<file path="config.mk">
export PLATFORM = sky130hd
export DESIGN_NAME = soc_periph_top
export DESIGN_NICKNAME = d
export VERILOG_FILES = /design/src/design/periph_pkg.sv /design/src/design/periph_bus_fsm.sv /design/src/design/soc_ctrl_regs.sv /design/src/design/timer_unit.sv /design/src/design/fc_event_router.sv /design/src/design/soc_periph_top.sv
export VERILOG_INCLUDE_DIRS = /design/src /design/src/include
export SDC_FILE = /design/constraint.sdc
export NUM_CORES = 1
export LEC_CHECK = 0
export BUFFER_PORTS_ARGS = -buffer_cell sky130_fd_sc_hd__buf_4
export CORE_ASPECT_RATIO = 1.25
export CORE_MARGIN = 2
export CORE_UTILIZATION = 30
export CTS_BUF_LIST = sky130_fd_sc_hd__clkbuf_16
export CTS_CLUSTER_DIAMETER = 150
export CTS_CLUSTER_SIZE = 8
export DETAILED_ROUTE_END_ITERATION = 7
export SYNTH_ARGS = -nofsm -noshare
export SYNTH_HDL_FRONTEND = slang
export SYNTH_SLANG_ARGS = --single-unit
</file>
<file path="constraint.sdc">
create_clock -name clk_i -period 4.3 [get_ports clk_i]
set_clock_uncertainty 0.15 [all_clocks]
set_input_delay 0.645 -clock clk_i [delete_from_list [all_inputs] [get_ports clk_i]]
set_output_delay 0.645 -clock clk_i [all_outputs]
set_load 0.01 [all_outputs]
</file>
<file path="src/include/periph_macros.svh">
`ifndef PERIPH_MACROS_SVH
`define PERIPH_MACROS_SVH

////////////////////////////////////////////////////////////
// apb bus geometry
////////////////////////////////////////////////////////////
`define APB_ADDR_W        32
`define APB_DATA_W        32

// slave select field, 0 soc ctrl, 1 timer, rest unmapped
`define SLV_SEL_LSB       8
`define SLV_SEL_MSB       11
`define NUM_SLAVES        2
`define REG_OFS_LSB       2     // word offset inside a slave
`define REG_OFS_MSB       7

////////////////////////////////////////////////////////////
// register byte offsets
////////////////////////////////////////////////////////////
`define SOC_BOOTADDR_OFS  8'h00
`define SOC_FETCHEN_OFS   8'h04
`define SOC_STATUS_OFS    8'h08 // bit 0 sticky bus timeout
`define SOC_SOFTRST_OFS   8'h0C
`define TMR_CFG_OFS       8'h00
`define TMR_COUNT_OFS     8'h04
`define TMR_CMP_OFS       8'h08

`define BOOT_ADDR_RST     32'h1c008080
`define RTO_CYCLES        16    // access cycles before error
`define RDATA_UNMAPPED    32'hdead_beef

// fc event vector positions
`define FC_EVT_TIMER_LO   16
`define FC_EVT_REF_RISE   18
`define FC_EVT_REF_FALL   19
`define FC_EVT_BUS_ERR    31

`endif

</file>
<file path="src/design/periph_pkg.sv">
`include "periph_macros.svh"

package periph_pkg;

  ////////////////////////////////////////////////////////////
  // bus payload types
  ////////////////////////////////////////////////////////////
  typedef logic [`APB_ADDR_W-1:0] apb_addr_t;  // byte address
  typedef logic [`APB_DATA_W-1:0] apb_data_t;  // one data word

  // word offset within one slave window
  typedef logic [`REG_OFS_MSB-`REG_OFS_LSB:0] reg_ofs_t;

  ////////////////////////////////////////////////////////////
  // decoder and fsm encodings
  ////////////////////////////////////////////////////////////
  typedef enum logic [1:0] {
    SEL_SOC_CTRL = 2'd0,  // matches slave field value 0
    SEL_TIMER    = 2'd1,  // matches slave field value 1
    SEL_NONE     = 2'd2   // unmapped, goes to timeout
  } slave_sel_e;

  typedef enum logic [1:0] {
    BUS_IDLE    = 2'd0,
    BUS_ACCESS  = 2'd1,  // setup done, waiting on penable
    BUS_TIMEOUT = 2'd2   // error response cycle
  } bus_state_e;

  ////////////////////////////////////////////////////////////
  // fabric controller events
  ////////////////////////////////////////////////////////////
  typedef logic [31:0] fc_events_t;  // one bit per event line

endpackage

</file>
<file path="src/design/periph_bus_fsm.sv">
`include "periph_macros.svh"

module periph_bus_fsm
  import periph_pkg::*;
(
  input  logic      clk_i,
  input  logic      rst_n_i,
  // apb slave port
  input  apb_addr_t paddr_i,
  input  apb_data_t pwdata_i,
  input  logic      pwrite_i,
  input  logic      psel_i,
  input  logic      penable_i,
  output apb_data_t prdata_o,
  output logic      pready_o,
  output logic      pslverr_o,
  // shared register port to the slaves
  output logic      soc_req_o,
  output logic      tmr_req_o,
  output logic      we_o,
  output reg_ofs_t  ofs_o,
  output apb_data_t wdata_o,
  input  apb_data_t soc_rdata_i,
  input  apb_data_t tmr_rdata_i,
  output logic      rto_o
);

  localparam int CNT_W = $clog2(`RTO_CYCLES + 1);

  bus_state_e state_q, state_d;
  slave_sel_e sel;
  logic [`SLV_SEL_MSB-`SLV_SEL_LSB:0] slv_idx;
  logic [CNT_W-1:0] rto_cnt_q;
  logic access;    // valid access cycle
  logic map_done;  // mapped slave answers now

  ////////////////////////////////////////////////////////////
  // slave decode
  ////////////////////////////////////////////////////////////
  assign slv_idx = paddr_i[`SLV_SEL_MSB:`SLV_SEL_LSB];
  assign sel     = (int'(slv_idx) < `NUM_SLAVES) ? slave_sel_e'(slv_idx[1:0]) : SEL_NONE;

  assign access   = (state_q == BUS_ACCESS) & psel_i & penable_i;
  assign map_done = access & (sel != SEL_NONE);

  ////////////////////////////////////////////////////////////
  // transfer fsm
  ////////////////////////////////////////////////////////////
  always_comb begin
    state_d = state_q;
    case (state_q)
      BUS_IDLE: if (psel_i && !penable_i) state_d = BUS_ACCESS;  // setup phase
      BUS_ACCESS: begin
        if (!psel_i) state_d = BUS_IDLE;  // master gave up
        else if (map_done) state_d = BUS_IDLE;  // zero wait states
        else if (access && rto_cnt_q == CNT_W'(`RTO_CYCLES - 1)) state_d = BUS_TIMEOUT;
      end
      BUS_TIMEOUT: state_d = BUS_IDLE;  // error answered this cycle
      default: state_d = BUS_IDLE;
    endcase
  end

  always_ff @(posedge clk_i) begin
    if (!rst_n_i) begin
      state_q   <= BUS_IDLE;
      rto_cnt_q <= '0;
    end else begin
      state_q <= state_d;
      // count unmapped access cycles only
      if (access && sel == SEL_NONE) rto_cnt_q <= rto_cnt_q + 1'b1;
      else rto_cnt_q <= '0;
    end
  end

  // handshake back to the master
  assign pready_o  = map_done | (state_q == BUS_TIMEOUT);
  assign pslverr_o = (state_q == BUS_TIMEOUT);
  assign rto_o     = (state_q == BUS_TIMEOUT);  // one cycle, fsm leaves at once

  // request strobes, one per slave
  assign soc_req_o = map_done & (sel == SEL_SOC_CTRL);
  assign tmr_req_o = map_done & (sel == SEL_TIMER);
  assign we_o      = pwrite_i;
  assign ofs_o     = paddr_i[`REG_OFS_MSB:`REG_OFS_LSB];
  assign wdata_o   = pwdata_i;

  // read data mux
  always_comb begin
    if (state_q == BUS_TIMEOUT) prdata_o = `RDATA_UNMAPPED;
    else if (sel == SEL_TIMER) prdata_o = tmr_rdata_i;
    else if (sel == SEL_SOC_CTRL) prdata_o = soc_rdata_i;
    else prdata_o = '0;
  end

endmodule

</file>
<file path="src/design/soc_ctrl_regs.sv">
`include "periph_macros.svh"

module soc_ctrl_regs
  import periph_pkg::*;
(
  input  logic      clk_i,
  input  logic      rst_n_i,
  // register port from the bus fsm
  input  logic      req_i,
  input  logic      we_i,
  input  reg_ofs_t  ofs_i,
  input  apb_data_t wdata_i,
  input  logic      rto_i,      // bus timeout strobe
  output apb_data_t rdata_o,
  // soc control outputs
  output apb_addr_t boot_addr_o,
  output logic      fetch_en_o,
  output logic      soft_rst_o
);

  // byte offsets turned into word offsets
  localparam reg_ofs_t OFS_BOOTADDR = reg_ofs_t'(`SOC_BOOTADDR_OFS >> 2);
  localparam reg_ofs_t OFS_FETCHEN  = reg_ofs_t'(`SOC_FETCHEN_OFS >> 2);
  localparam reg_ofs_t OFS_STATUS   = reg_ofs_t'(`SOC_STATUS_OFS >> 2);
  localparam reg_ofs_t OFS_SOFTRST  = reg_ofs_t'(`SOC_SOFTRST_OFS >> 2);

  logic wr_en;
  logic rto_flag_q;  // sticky timeout status

  assign wr_en = req_i & we_i;

  ////////////////////////////////////////////////////////////
  // boot and fetch control
  ////////////////////////////////////////////////////////////
  always_ff @(posedge clk_i) begin
    if (!rst_n_i) begin
      boot_addr_o <= `BOOT_ADDR_RST;
      fetch_en_o  <= 1'b0;  // core held until sw enables fetch
    end else if (wr_en) begin
      if (ofs_i == OFS_BOOTADDR) boot_addr_o <= wdata_i;
      if (ofs_i == OFS_FETCHEN) fetch_en_o <= wdata_i[0];
    end
  end

  ////////////////////////////////////////////////////////////
  // status and soft reset
  ////////////////////////////////////////////////////////////
  always_ff @(posedge clk_i) begin
    if (!rst_n_i) begin
      rto_flag_q <= 1'b0;
    end else if (rto_i) begin
      rto_flag_q <= 1'b1;  // set wins over clear
    end else if (wr_en && ofs_i == OFS_STATUS && wdata_i[0]) begin
      rto_flag_q <= 1'b0;  // write one to clear
    end
  end

  // single cycle pulse, peripherals reset on the next edge
  always_ff @(posedge clk_i) begin
    if (!rst_n_i) soft_rst_o <= 1'b0;
    else soft_rst_o <= wr_en & (ofs_i == OFS_SOFTRST) & wdata_i[0];
  end

  // readback
  always_comb begin
    case (ofs_i)
      OFS_BOOTADDR: rdata_o = boot_addr_o;
      OFS_FETCHEN:  rdata_o = {31'b0, fetch_en_o};
      OFS_STATUS:   rdata_o = {31'b0, rto_flag_q};
      default:      rdata_o = '0;  // soft reset reads as zero
    endcase
  end

endmodule

</file>
<file path="src/design/timer_unit.sv">
`include "periph_macros.svh"

module timer_unit
  import periph_pkg::*;
(
  input  logic      clk_i,
  input  logic      rst_n_i,
  // register port from the bus fsm
  input  logic      req_i,
  input  logic      we_i,
  input  reg_ofs_t  ofs_i,
  input  apb_data_t wdata_i,
  // tick sources
  input  logic      ref_rise_i,   // synced slow clock rise
  input  logic      stoptimer_i,  // debug halt freezes count
  output apb_data_t rdata_o,
  output logic      lo_evt_o
);

  localparam reg_ofs_t OFS_CFG   = reg_ofs_t'(`TMR_CFG_OFS >> 2);
  localparam reg_ofs_t OFS_COUNT = reg_ofs_t'(`TMR_COUNT_OFS >> 2);
  localparam reg_ofs_t OFS_CMP   = reg_ofs_t'(`TMR_CMP_OFS >> 2);

  // config bit positions
  localparam int CFG_EN  = 0;
  localparam int CFG_SRC = 1;  // 1 counts ref_rise_i
  localparam int CFG_CLR = 2;  // clear on match

  logic [2:0] cfg_q;
  apb_data_t  cnt_q;
  apb_data_t  cmp_q;
  apb_data_t  cnt_inc;
  logic       wr_en;
  logic       tick;
  logic       match;

  assign wr_en   = req_i & we_i;
  assign tick    = cfg_q[CFG_EN] & ~stoptimer_i & (cfg_q[CFG_SRC] ? ref_rise_i : 1'b1);
  assign cnt_inc = cnt_q + 32'd1;
  assign match   = tick & (cnt_inc == cmp_q);

  ////////////////////////////////////////////////////////////
  // config and compare
  ////////////////////////////////////////////////////////////
  always_ff @(posedge clk_i) begin
    if (!rst_n_i) begin
      cfg_q <= '0;
      cmp_q <= '0;
    end else if (wr_en) begin
      if (ofs_i == OFS_CFG) cfg_q <= wdata_i[2:0];
      if (ofs_i == OFS_CMP) cmp_q <= wdata_i;
    end
  end

  ////////////////////////////////////////////////////////////
  // counter
  ////////////////////////////////////////////////////////////
  always_ff @(posedge clk_i) begin
    if (!rst_n_i) cnt_q <= '0;
    else if (wr_en && ofs_i == OFS_COUNT) cnt_q <= wdata_i;  // sw load wins
    else if (tick) cnt_q <= (match && cfg_q[CFG_CLR]) ? '0 : cnt_inc;
  end

  assign lo_evt_o = match;  // router registers it

  always_comb begin
    case (ofs_i)
      OFS_CFG:   rdata_o = {29'b0, cfg_q};
      OFS_COUNT: rdata_o = cnt_q;
      OFS_CMP:   rdata_o = cmp_q;
      default:   rdata_o = '0;
    endcase
  end

endmodule

</file>
<file path="src/design/fc_event_router.sv">
`include "periph_macros.svh"

module fc_event_router
  import periph_pkg::*;
(
  input  logic       clk_i,
  input  logic       rst_n_i,
  input  logic       slow_clk_i,    // async reference clock
  input  logic       tmr_lo_evt_i,
  input  logic       rto_i,         // bus timeout strobe
  output logic       ref_rise_o,    // to the timer tick select
  output fc_events_t fc_events_o
);

  logic sync1_q, sync2_q;  // two flop synchronizer
  logic prev_q;            // last synced level
  logic rise, fall;

  ////////////////////////////////////////////////////////////
  // slow clock sync and edge detect
  ////////////////////////////////////////////////////////////
  always_ff @(posedge clk_i) begin
    if (!rst_n_i) begin
      sync1_q <= 1'b0;
      sync2_q <= 1'b0;
      prev_q  <= 1'b0;
    end else begin
      sync1_q <= slow_clk_i;
      sync2_q <= sync1_q;
      prev_q  <= sync2_q;
    end
  end

  assign rise       = sync2_q & ~prev_q;
  assign fall       = ~sync2_q & prev_q;
  assign ref_rise_o = rise;

  // event vector, unused bits held at zero
  always_ff @(posedge clk_i) begin
    if (!rst_n_i) begin
      fc_events_o <= '0;
    end else begin
      fc_events_o                   <= '0;
      fc_events_o[`FC_EVT_TIMER_LO] <= tmr_lo_evt_i;
      fc_events_o[`FC_EVT_REF_RISE] <= rise;
      fc_events_o[`FC_EVT_REF_FALL] <= fall;
      fc_events_o[`FC_EVT_BUS_ERR]  <= rto_i;
    end
  end

endmodule

</file>
<file path="src/design/soc_periph_top.sv">
module soc_periph_top
  import periph_pkg::*;
(
  input  logic       clk_i,
  input  logic       rst_n_i,
  input  logic       slow_clk_i,
  input  logic       stoptimer_i,
  // apb slave port
  input  apb_addr_t  paddr_i,
  input  apb_data_t  pwdata_i,
  input  logic       pwrite_i,
  input  logic       psel_i,
  input  logic       penable_i,
  output apb_data_t  prdata_o,
  output logic       pready_o,
  output logic       pslverr_o,
  // to the fabric controller
  output apb_addr_t  boot_addr_o,
  output logic       fetch_en_o,
  output fc_events_t fc_events_o
);

  logic      soc_req, tmr_req, we;
  reg_ofs_t  ofs;
  apb_data_t wdata, soc_rdata, tmr_rdata;
  logic      rto_pulse;
  logic      soft_rst;
  logic      periph_rst_n;  // por or soft reset
  logic      ref_rise, tmr_lo_evt;

  // soft reset spares the bus and the control bank
  assign periph_rst_n = rst_n_i & ~soft_rst;

  ////////////////////////////////////////////////////////////
  // bus decoder and slaves
  ////////////////////////////////////////////////////////////
  periph_bus_fsm u_bus_fsm (
    .clk_i, .rst_n_i, .paddr_i, .pwdata_i, .pwrite_i, .psel_i, .penable_i,
    .prdata_o, .pready_o, .pslverr_o,
    .soc_req_o(soc_req), .tmr_req_o(tmr_req), .we_o(we), .ofs_o(ofs), .wdata_o(wdata),
    .soc_rdata_i(soc_rdata), .tmr_rdata_i(tmr_rdata), .rto_o(rto_pulse)
  );

  soc_ctrl_regs u_soc_ctrl (
    .clk_i, .rst_n_i, .req_i(soc_req), .we_i(we), .ofs_i(ofs), .wdata_i(wdata),
    .rto_i(rto_pulse), .rdata_o(soc_rdata), .boot_addr_o, .fetch_en_o, .soft_rst_o(soft_rst)
  );

  timer_unit u_timer (
    .clk_i, .rst_n_i(periph_rst_n), .req_i(tmr_req), .we_i(we), .ofs_i(ofs), .wdata_i(wdata),
    .ref_rise_i(ref_rise), .stoptimer_i, .rdata_o(tmr_rdata), .lo_evt_o(tmr_lo_evt)
  );

  fc_event_router u_evt_router (
    .clk_i, .rst_n_i(periph_rst_n), .slow_clk_i, .tmr_lo_evt_i(tmr_lo_evt),
    .rto_i(rto_pulse), .ref_rise_o(ref_rise), .fc_events_o
  );

endmodule

</file>
## Yosys cells after proc, flatten, opt, wreduce, memory -nomap -nowiden

Index checks and enable logic that the tools add are counted.

- Multiplexer cells: 17
- $lt $le $gt $ge: 1
- Reductions and logical operators: 19
- Eq/ne operators: 12
- Add/subtract/negate cells: 2
- Bitwise gates (word level): 20

Operators with widths:

| kind | number |
|---|---|
| 32-bit two-way mux | 6 |
| 32-bit case mux with 3 select lines | 2 |
| 32-bit by 1-bit adder with 32-bit output (second input constant) | 1 |
| 32-bit == test | 1 |
| 1-bit AND | 15 |
| 6-bit by 2-bit == test with 1-bit output (second input constant) | 2 |
| 2-bit AND reduction | 6 |
| 2-bit two-way mux | 5 |
| 1-bit logical AND | 7 |
| 6-bit by 1-bit == test with 1-bit output (second input constant) | 1 |
| 6-bit zero test | 1 |
| 5-bit by 1-bit adder with 5-bit output (second input constant) | 1 |
| 5-bit by 4-bit == test with 1-bit output (second input constant) | 1 |
| 2-bit by 1-bit == test with 1-bit output (second input constant) | 2 |
| 2-bit == test (second input constant) | 2 |
| 2-bit zero test | 2 |
| 4-bit by 2-bit less-than comparator with 1-bit output (second input constant) | 1 |
| 4-bit by 3-bit inequality test with 1-bit output (second input constant) | 1 |
| 1-bit inverter | 4 |
| 2-bit case mux with 2 select lines | 1 |
| 2-bit nonzero test | 2 |
| 1-bit two-way mux | 3 |
| 2-bit by 1-bit inequality test with 1-bit output (second input constant) | 1 |
| 2-bit inequality test (second input constant) | 1 |
| other kinds (2) | 2 |

- Word-level logic and storage cells: 85
- Flip-flop bits (word level): 144
- Output and inout port bits: 99
- Bits of input ports: 71

## Depth between registers and ports, before layout

Gate-level depths: netlist of the first run.

- Depth in word-level cells: 10
- Depth in mapped cells: 11
- Mapped depth without buffers: 9

## Cells and area by module

From an unflattened synthesis of the first run, not the netlist that was laid out.

- Cells, all modules: 1051
- Area total of the unflattened synthesis: 8122.8 µm²

Modules (own cells, without submodules):

| module | area an instance (µm²) | instances | seq. area each (µm²) | cells each |
|---|---|---|---|---|
| timer_unit | 4858.4 | 1 | 1341.3 | 661 |
| soc_ctrl_regs | 1689.1 | 1 | 700.7 | 194 |
| periph_bus_fsm | 1146.1 | 1 | 140.1 | 151 |
| fc_event_router | 415.4 | 1 | 140.1 | 44 |
| soc_periph_top | 13.8 | 1 | 0.0 | 1 |

## Worst setup path before layout of the first run

OpenSTA, ideal clock, no wires.

- Kind: reg2reg
- From: register u_timer.cnt_q[1]
- To: register u_timer.cnt_q[14]
- Clock period less this slack: 3.243 ns
- Setup slack: 1.057 ns
- Library setup time: 0.140 ns
- Arrival time: 2.953 ns
- Cell stages (with the launch flop): 12
- Cells stage by stage: dfxtp_1 ha_1 and3_1 clkbuf_1 nand3_1 nor4_1 xor2_1 a221oi_1 nand4_2 nor4_4 buf_6 o32ai_2

- Longest elaborated chain between the ends: 7

RTL lines:

| item | RTL line | source |
|---|---|---|
| start, declared | timer_unit.sv:30 | `apb_data_t cnt_q;` |
| start signal, assigned | timer_unit.sv:60 | `else if (wr_en && ofs_i == OFS_COUNT) cnt_q <= wdata_i;` |
| start signal, assigned | timer_unit.sv:61 | `else if (tick) cnt_q <= (match && cfg_q[CFG_CLR]) ? '0 : cnt_inc;` |
| 32-bit by 1-bit adder with 32-bit output (*) | timer_unit.sv:39 | `assign cnt_inc = cnt_q + 32'd1;` |
| 32-bit == test | timer_unit.sv:40 | `assign match = tick & (cnt_inc == cmp_q);` |
| 1-bit AND | timer_unit.sv:40 |  |
| 1-bit logical AND | timer_unit.sv:61 |  |
| 32-bit two-way mux (*) (2 in series) | timer_unit.sv:61 |  |
| 32-bit two-way mux (*) | timer_unit.sv:60 |  |

Mark *: on every way between the ends. The rest lies on a longest branch, timed or not. The select of a mux whose other input is x is not followed.
A chain may end at the register's enable or synchronous reset.

## Final worst setup path of the first run

- From: input paddr_i[5]
- To: output prdata_o[8]

- Longest elaborated chain between the ends: 5
- Elaborated cells between the ends (all ways): 8
- Those cells by class: eq/ne (2); mux (5); reduce/logical (1)

RTL lines:

| item | RTL line | source |
|---|---|---|
| start, declared | soc_periph_top.sv:9 | `input apb_addr_t paddr_i,` |
| 6-bit by 2-bit == test with 1-bit output, or another cell as far along | soc_ctrl_regs.sv:66, timer_unit.sv:67 |  |
| 32-bit case mux with 3 select lines | soc_ctrl_regs.sv:66 | `case (ofs_i)` |
| 32-bit two-way mux | periph_bus_fsm.sv:91 | `else if (sel == SEL_SOC_CTRL) prdata_o = soc_rdata_i;` |
| 32-bit two-way mux (*) | periph_bus_fsm.sv:90 | `else if (sel == SEL_TIMER) prdata_o = tmr_rdata_i;` |
| 32-bit two-way mux (*) | periph_bus_fsm.sv:89 | `` if (state_q == BUS_TIMEOUT) prdata_o = `RDATA_UNMAPPED; `` |
| end, declared | soc_periph_top.sv:14 | `output apb_data_t prdata_o,` |

Mark *: on every way between the ends. The rest lies on a longest branch, timed or not.

==> results of run 1 <==
## cells in the mapped netlist (7+ instances only)
library cell,n
nand4_1,18
clkbuf_1,67
nor2b_1,14
nor3_1,12
nor2_1,42
buf_4,30
and2_1,7
xor2_1,23
nor4_1,7
a21boi_0,27
o21ai_0,27
o32ai_1,20
a21oi_1,105
dfxtp_1,116
xnor2_1,37
o32ai_2,10
a22oi_1,31
nand3_1,24
inv_1,8
nand2_1,146
and3_1,42
mux2i_1,11
## power groups by stage
stage / sequential, mW / combinational (mW) / clock [mW]
final: 1.08 / 0.102 / 1.33
after global routing: 1.08 / 0.111 / 1.40
after CTS: 1.08 / 0.103 / 1.35
after detailed placement: 1.10 / 0.102 / 0
after global placement: 1.10 / 0.102 / 0
after floorplan: 1.10 / 0.0601 / 0
## placed cells by master (no fill, tap or decap), drive strengths merged, types with 28 or more instances in the layout
master | netlist | final
a21oi | 105 | 105
a22oi | 31 | 31
and3 | 42 | 42
buf | 41 | 144
conb | 1 | 28
dfxtp | 116 | 116
nand2 | 146 | 146
nor2 | 42 | 42
o32ai | 30 | 30
xnor2 | 37 | 37
## layout make-up
type | count | area (um^2) | area share [%]
clock buffers | 17 | 425 | 4.95
well taps | 288 | 360 | 4.19
multi-input cells | 698 | 4260 | 49.6
flip-flops and latches | 116 | 2320 | 27.0
clock inverters | 15 | 119 | 1.38
repair buffers | 144 | 1080 | 12.6
inverters | 8 | 30.0 | 0.349
## kinds of logic (layout without fill, tap and decap cells)
| kind of cell | count (synthesis) | count (layout) | share of synthesized area, % |
|---|---|---|---|
| AO/OA/AOI/OAI | 246 | 246 | 23.4 |
| XOR/XNOR | 63 | 63 | 8.45 |
| adder cells (fa/ha/maj) | 3 | 3 | 0.534 |
| buffers and inverters | 116 | 184 | 8.22 |
| flip-flops | 116 | 116 | 33.0 |
| multiplexers | 11 | 11 | 1.57 |
| other | 1 | 28 | 0.0533 |
| AND/OR/NAND/NOR | 347 | 347 | 24.8 |
## how the worst min path moves through the flow
stage	endpoint	slack [ps]	cells after the start
floorplan	u_evt_router.fc_events_o[18]$_SDFF_PN0_	250	1
global placement	u_evt_router.fc_events_o[18]$_SDFF_PN0_	270	1
detailed placement	u_evt_router.fc_events_o[18]$_SDFF_PN0_	270	1
CTS	u_bus_fsm.state_q[0]$_SDFFE_PN0P_	240	2
global route	u_bus_fsm.state_q[0]$_SDFFE_PN0P_	250	2
finish	u_bus_fsm.state_q[0]$_SDFFE_PN0P_	260	2
## per-stage QoR
| stage | total power [mW] | hold WS (ps) | setup slack, ps |
|---|---|---|---|
| 2_1_floorplan | 1.16 | 250 | 1060 |
| 3_3_place_gp | 1.20 | 274 | 572 |
| 3_5_place_dp | 1.20 | 271 | 549 |
| 4_1_cts | 2.53 | 240 | 545 |
| 5_1_grt | 2.59 | 247 | 333 |
| 6_report | 2.51 | 257 | 531 |
## state kept, by name (all words and copies together), names as in the netlist
register / count
u_timer.cfg_q: 3
u_evt_router.sync1_q: 1
u_soc_ctrl.rto_flag_q: 1
u_bus_fsm.rto_cnt_q: 5
u_soc_ctrl.boot_addr_o: 32
u_evt_router.fc_events_o: 4
u_evt_router.prev_q: 1
u_soc_ctrl.fetch_en_o: 1
u_soc_ctrl.soft_rst_o: 1
u_evt_router.sync2_q: 1
u_timer.cnt_q: 32
u_timer.cmp_q: 32
u_bus_fsm.state_q: 2
## layer usage
metal | share of wire, % | routed length (um)
met2 | 48 | 11500
met1 | 45 | 10600
met5 | 0 | 0
met4 | 1.7 | 406
met3 | 5.0 | 1180
## worst max-delay path, cell delays in order
cell and delay [ps]:
buf_4 100, or4_1 650, a211oi_1 300, nand2_1 420
buf_4 390, nor2_1 130, a21oi_1 70, nor2_1 130
buf_4 130
==> summary.md, run 1 <==
| Metric | Value |
|---|---|
| Status | complete, no violations |
| Ports | 170 |
| Fillers | 2442 |
| Startpoint types | primary input |
| Util after Layout | 37.3% |
| Hold path start | penable_i |
| Worst Path Class, Setup | primary input to output port |
| Vias in the first global route | 6479 |
| Initial Util | 30.5% |
| Clk slew on worst S/H paths | 50 ps |
| Sink Count | 116 |
| RSZ-0062 raised after global routing | false |
| Non-filler cells in the finished layout | 1286 |
| Hold bufs inserted after CTS | 0 |
| Via-per-instance ratio | 5.31 |
| Post-synth top area share | 33.0% |
| Final setup TNS | 0 ps |
| Post-CTS sizing | 0 |
| H-tree depth | 4 |
| DP Wirelength | 16200 um |
| DRC | 0 |
| Yosys reg bits | 116 |
| Switching share of power | 24.1% |
| Relative slew slack | 29.1% |
| Setup bufs post-CTS | 0 |
| GR peak layer | met2 |
| Critical Path RT | 3500 ps |
| Drt pass-1 iters | 5 |
| Layout cells sized above 1 | 20.0% |
| CTS tree | built |
| Fmax | 0.265 GHz |
| Global Route Usage Sum | 19.1% |
| DIE HEIGHT | 175 um |
| Dominant synthesized flop cell | dfxtp_1 |
| Seq/Total Area, Yosys | 33.0% |
| Worst Hold Class | primary input to register |
| M1 GR Usage | 25.1% |
| Number of synthesized flops with an enable pin | 0 |
| Clock buffer depth | 2 |
| Final hold violation count | 0 |
| Critical Path Sink Type | output port |
| Routed wire per std cell | 18.4 um |
| Clock root buffer | clkbuf_16 |
| Post-synth ARST share | 0% |
| Clk pwr share | 52.9% |
| Antenna Nets Post-Route | 0 |
| Crit path max fanout | 19 |
| Port bufs | 119 |
| Final setup violation count | 0 |
| Slew @ Worst Pin | 1060 ps |
| Worst Path Arrival | 2970 ps |
| Routing usage on met2 | 31.7% |
| Worst reg2reg path endpoint | u_timer.cnt_q[23]$_SDFFE_PN0P_ |
| PwrDens | 291 nW/um^2 |
| Initial antenna violation count | 0 |
| CP Capture Point | prdata_o[8] |
| Via count | 6824 |
| Final WL | 23700 um |
| Max_cap viols | 0 |
| Worst reg2reg path depth | 10 |
| Int Pwr | 1.90 mW |
| Inserted Clock Buffers | 17 |
| Placed Cells | 1254 |
| Syn avg cell area | 7.79 um^2 |
| Count of nets after finishing | 1059 |
| Die Area | 24700 um^2 |
| R2R Setup Slk | 600 ps |
| Critical Path Source | paddr_i[5] |
| Dpl cell area | 8060 um^2 |
| Largest net degree at the start of global routing | 70 |
| VDD IR max | 282 uV |
| N_diodes | 0 |
| Final global-route overflow total | 0 |
| Worst skew pair latency | 430 ps |
| Area delta synth->final | 22.3% |
| Gpl congestion | 0.947 |
| Sequential power share | 43.0% |
| YS warnings | 0 |
| Post-synthesis instance total | 903 |
| Yosys cell types | 57 |
| Top post-synthesis cells by area | dfxtp_1, nand2_1, a21oi_1 |
| Period utilization | 87.7% |
| Yosys top cell by area | dfxtp_1 |
| GRT met3 Usage | 3.75% |
| Mapped cell area | 7030 um^2 |
| Row cnt | 62 |
| Max-slew violation count | 0 |
| Final instance area | 8600 um^2 |
| Switching power | 605 uW |
| First-pass GRT wire length | 37000 um |
| Post-layout min period | 3770 ps |
| Die span in x | 141 um |
| Area of the core | 23000 um^2 |
| Lkg Pwr | 3.15 nW |
| DRT iter0 DRCs | 638 |
| Combinational Power Share | 4.1% |
| FF-to-FF Start | u_timer.cnt_q[0]$_SDFFE_PN0P_ |
(Power assumes the default switching activity.)
==> run 2, diff against run 1 <==
CORE_UTILIZATION = 55   (was 30)
PLACE_DENSITY = 0.82   (was default)
==> summary.md, run 2 (synthesized netlist as in run 1, its figures left out) <==
| Metric | Value |
|---|---|
| Max_cap viols | 0 (unchanged) |
| Port bufs | 119 (unchanged) |
| Combinational Power Share | 4.0% (about the same) |
| Die Area | 13700 um^2 (-44%) |
| Via count | 7217 (+5.8%) |
| Clk slew on worst S/H paths | 50 ps (about the same) |
| Dpl cell area | 7910 um^2 (-1.8%) |
| Switching share of power | 22.5% (-1.7 points) |
| Final setup violation count | 0 (unchanged) |
| Critical Path Sink Type | register |
| Clk pwr share | 53.1% (+0.2 points) |
| Period utilization | 87.0% (-0.63 points) |
| Worst path most repeated cell | nor4_4 |
| Row cnt | 46 (-26%) |
| Area delta synth->final | 20.3% |
| Max-slew violation count | 0 (unchanged) |
| Final WL | 21800 um (-8.0%) |
| Switching power | 566 uW (-6.5%) |
| Final instance area | 8460 um^2 (-1.6%) |
| Gpl congestion | 0.933 (-1.5%) |
| Ports | 170 (unchanged) |
| CP Buf/Inv Count | 1 (-2) |
| Hold path start | penable_i |
| Via-per-instance ratio | 6.21 (+17%) |
| N_diodes | 0 (unchanged) |
| Clock buffer depth | 2 (unchanged) |
| Placed Cells | 1132 (-9.7%) |
| DRC | 0 (unchanged) |
| Routed wire per std cell | 18.7 um (+1.7%) |
| Non-filler cells in the finished layout | 1163 (-9.6%) |
| Layout cells sized above 1 | 19.6% (-0.44 points) |
| DRT iter0 DRCs | 754 (+18%) |
| Worst reg2reg path endpoint | u_timer.cnt_q[12]$_SDFFE_PN0P_ |
| Initial Util | 55.8% (+25 points) |
| Slew @ Worst Pin | 824 ps (-237 ps) |
| Int Pwr | 1.95 mW (+2.6%) |
| Delay-heaviest family, CP | simple AND/OR/NAND/NOR gates |
| Worst Path Class, Setup | register to register |
| Final global-route overflow total | 0 (unchanged) |
| Die span in x | 105 um (-25%) |
| Most frequent cells in the layout | nand2_1, buf_4, dfxtp_1 |
| Crit path cell chain | ha_1 -> nand3_1 -> nor3_2 -> nand4_1 -> a32o_1 -> nor4_4 -> nand4_2 -> nor4_4 -> buf_4 -> o22ai_1 |
| Hold EP | u_bus_fsm.state_q[0]$_SDFFE_PN0P_ |
| Vias in the first global route | 6745 (+4.1%) |
| PwrDens | 298 nW/um^2 (+2.1%) |
| First-pass GRT wire length | 34300 um (-7.5%) |
| Sequential power share | 42.9% (about the same) |
| Final setup TNS | 0 ps (unchanged) |
| DIE HEIGHT | 130 um (-26%) |
| Antenna Nets Post-Route | 0 (unchanged) |
| Global Route Usage Sum | 31.2% (+12 points) |
| Startpoint types | register |
| Final hold violation count | 0 (unchanged) |
| FF-to-FF Start | u_timer.cnt_q[0]$_SDFFE_PN0P_ |
| Clock root buffer | clkbuf_16 |
| Worst Hold Class | primary input to register |
| Sink Count | 116 (unchanged) |
| Leading cell type in the layout, fill and taps excluded | nand2_1 |
| Worst skew pair latency | 420 ps (about the same) |
| CTS tree | built |
| Area of the core | 12600 um^2 (-45%) |
| Critical Path RT | 4410 ps (+910 ps) |
| Count of nets after finishing | 1057 (-0.19%) |
| Fmax | 0.267 GHz (+0.73%) |
| Relative slew slack | 45.1% (+16 points) |
| R2R Setup Slk | 560 ps (-40 ps) |
| Lkg Pwr | 3.16 nW (+0.58%) |
| DP Wirelength | 14600 um (-9.7%) |
| Drt pass-1 iters | 6 (+1) |
| Initial antenna violation count | 0 (unchanged) |
| Worst path slowest cell | dfxtp_1 |
| Slowest stage delay, CP | 510 ps (-140 ps) |
| RSZ-0062 raised after global routing | false |
| Biggest regs | u_soc_ctrl.boot_addr_o (32), u_timer.cmp_q (32), u_timer.cnt_q (32) |
| Status | complete, no violations |
| Min-Delay Path Depth | 2 (unchanged) |
| Crit path max fanout | 21 (+2) |
| Post-layout min period | 3740 ps (-27.3 ps) |
| Inserted Clock Buffers | 17 (unchanged) |
| VDD IR max | 237 uV (-16%) |
| Largest net degree at the start of global routing | 70 (unchanged) |
| Setup bufs post-CTS | 0 (unchanged) |
| Worst reg2reg path depth | 10 (unchanged) |
| Post-CTS sizing | 0 (unchanged) |
| H-tree depth | 4 (unchanged) |
| Hold bufs inserted after CTS | 0 (unchanged) |
| Worst Path Arrival | 3850 ps (+880 ps) |
==> run 2: routing by layer <==
metal / up-vias / wire length, um / track usage, %
met2: 424 / 10200 / 49.9
met3: 59 / 2100 / 6.80
met5: - / 0 / 0
li1: 3319 / - / -
met4: 0 / 585 / 12.8
met1: 3415 / 8920 / 41.2
==> run 2: cell type report <==
cell class	count	area (um^2)
repair buffers	142	1090
well taps	168	210
fillers	1055	4150
multi-input cells	698	4260
inverters	8	30.0
clock inverters	14	123
flip-flops and latches	116	2320
clock buffers	17	425
==> run 2: worst register-to-register path, stage by stage (launching register included) <==
cell     delay, ps
dfxtp_1        510
ha_1           360
nand3_1        170
nor3_2         470
nand4_1        290
a32o_1         380
nor4_4         240
nand4_2        190
nor4_4         320
buf_4          350
o22ai_1        140
==> run 2: worst max path at each step <==
| stage | from | end | slack, ps | cells past startpoint |
|---|---|---|---|---|
| global placement | paddr_i[5] | prdata_o[29] | 680 | 9 |
| detailed placement | paddr_i[5] | prdata_o[20] | 660 | 9 |
| floorplan | u_timer.cnt_q[1]$_SDFFE_PN0P_ | u_timer.cnt_q[14]$_SDFFE_PN0P_ | 1060 | 11 |
| finish | u_timer.cnt_q[0]$_SDFFE_PN0P_ | u_timer.cnt_q[12]$_SDFFE_PN0P_ | 560 | 10 |
| CTS | paddr_i[5] | prdata_o[29] | 660 | 9 |
| global route | u_timer.cnt_q[0]$_SDFFE_PN0P_ | u_timer.cnt_q[30]$_SDFFE_PN0P_ | 290 | 10 |
==> run 2: through the flow <==
| stage | hold slack, ps | power, mW | worst slack [ps] | utilization, % |
|---|---|---|---|---|
| 2_1_floorplan | 250 | 1.16 | 1060 | - |
| 3_3_place_gp | 259 | 1.20 | 681 | 62.8 |
| 3_5_place_dp | 263 | 1.20 | 661 | 62.8 |
| 4_1_cts | 266 | 2.51 | 657 | 67.1 |
| 5_1_grt | 274 | 2.57 | 290 | 67.1 |
| 6_report | 276 | 2.52 | 558 | 67.1 |
==> run 2: power by group through the flow <==
stage / sequential [mW] / combinational, mW / clock (mW)
finish: 1.08 / 0.101 / 1.34
global route: 1.08 / 0.108 / 1.38
CTS: 1.08 / 0.0995 / 1.34
detailed placement: 1.10 / 0.0993 / 0
global placement: 1.10 / 0.0986 / 0
floorplan: 1.10 / 0.0601 / 0
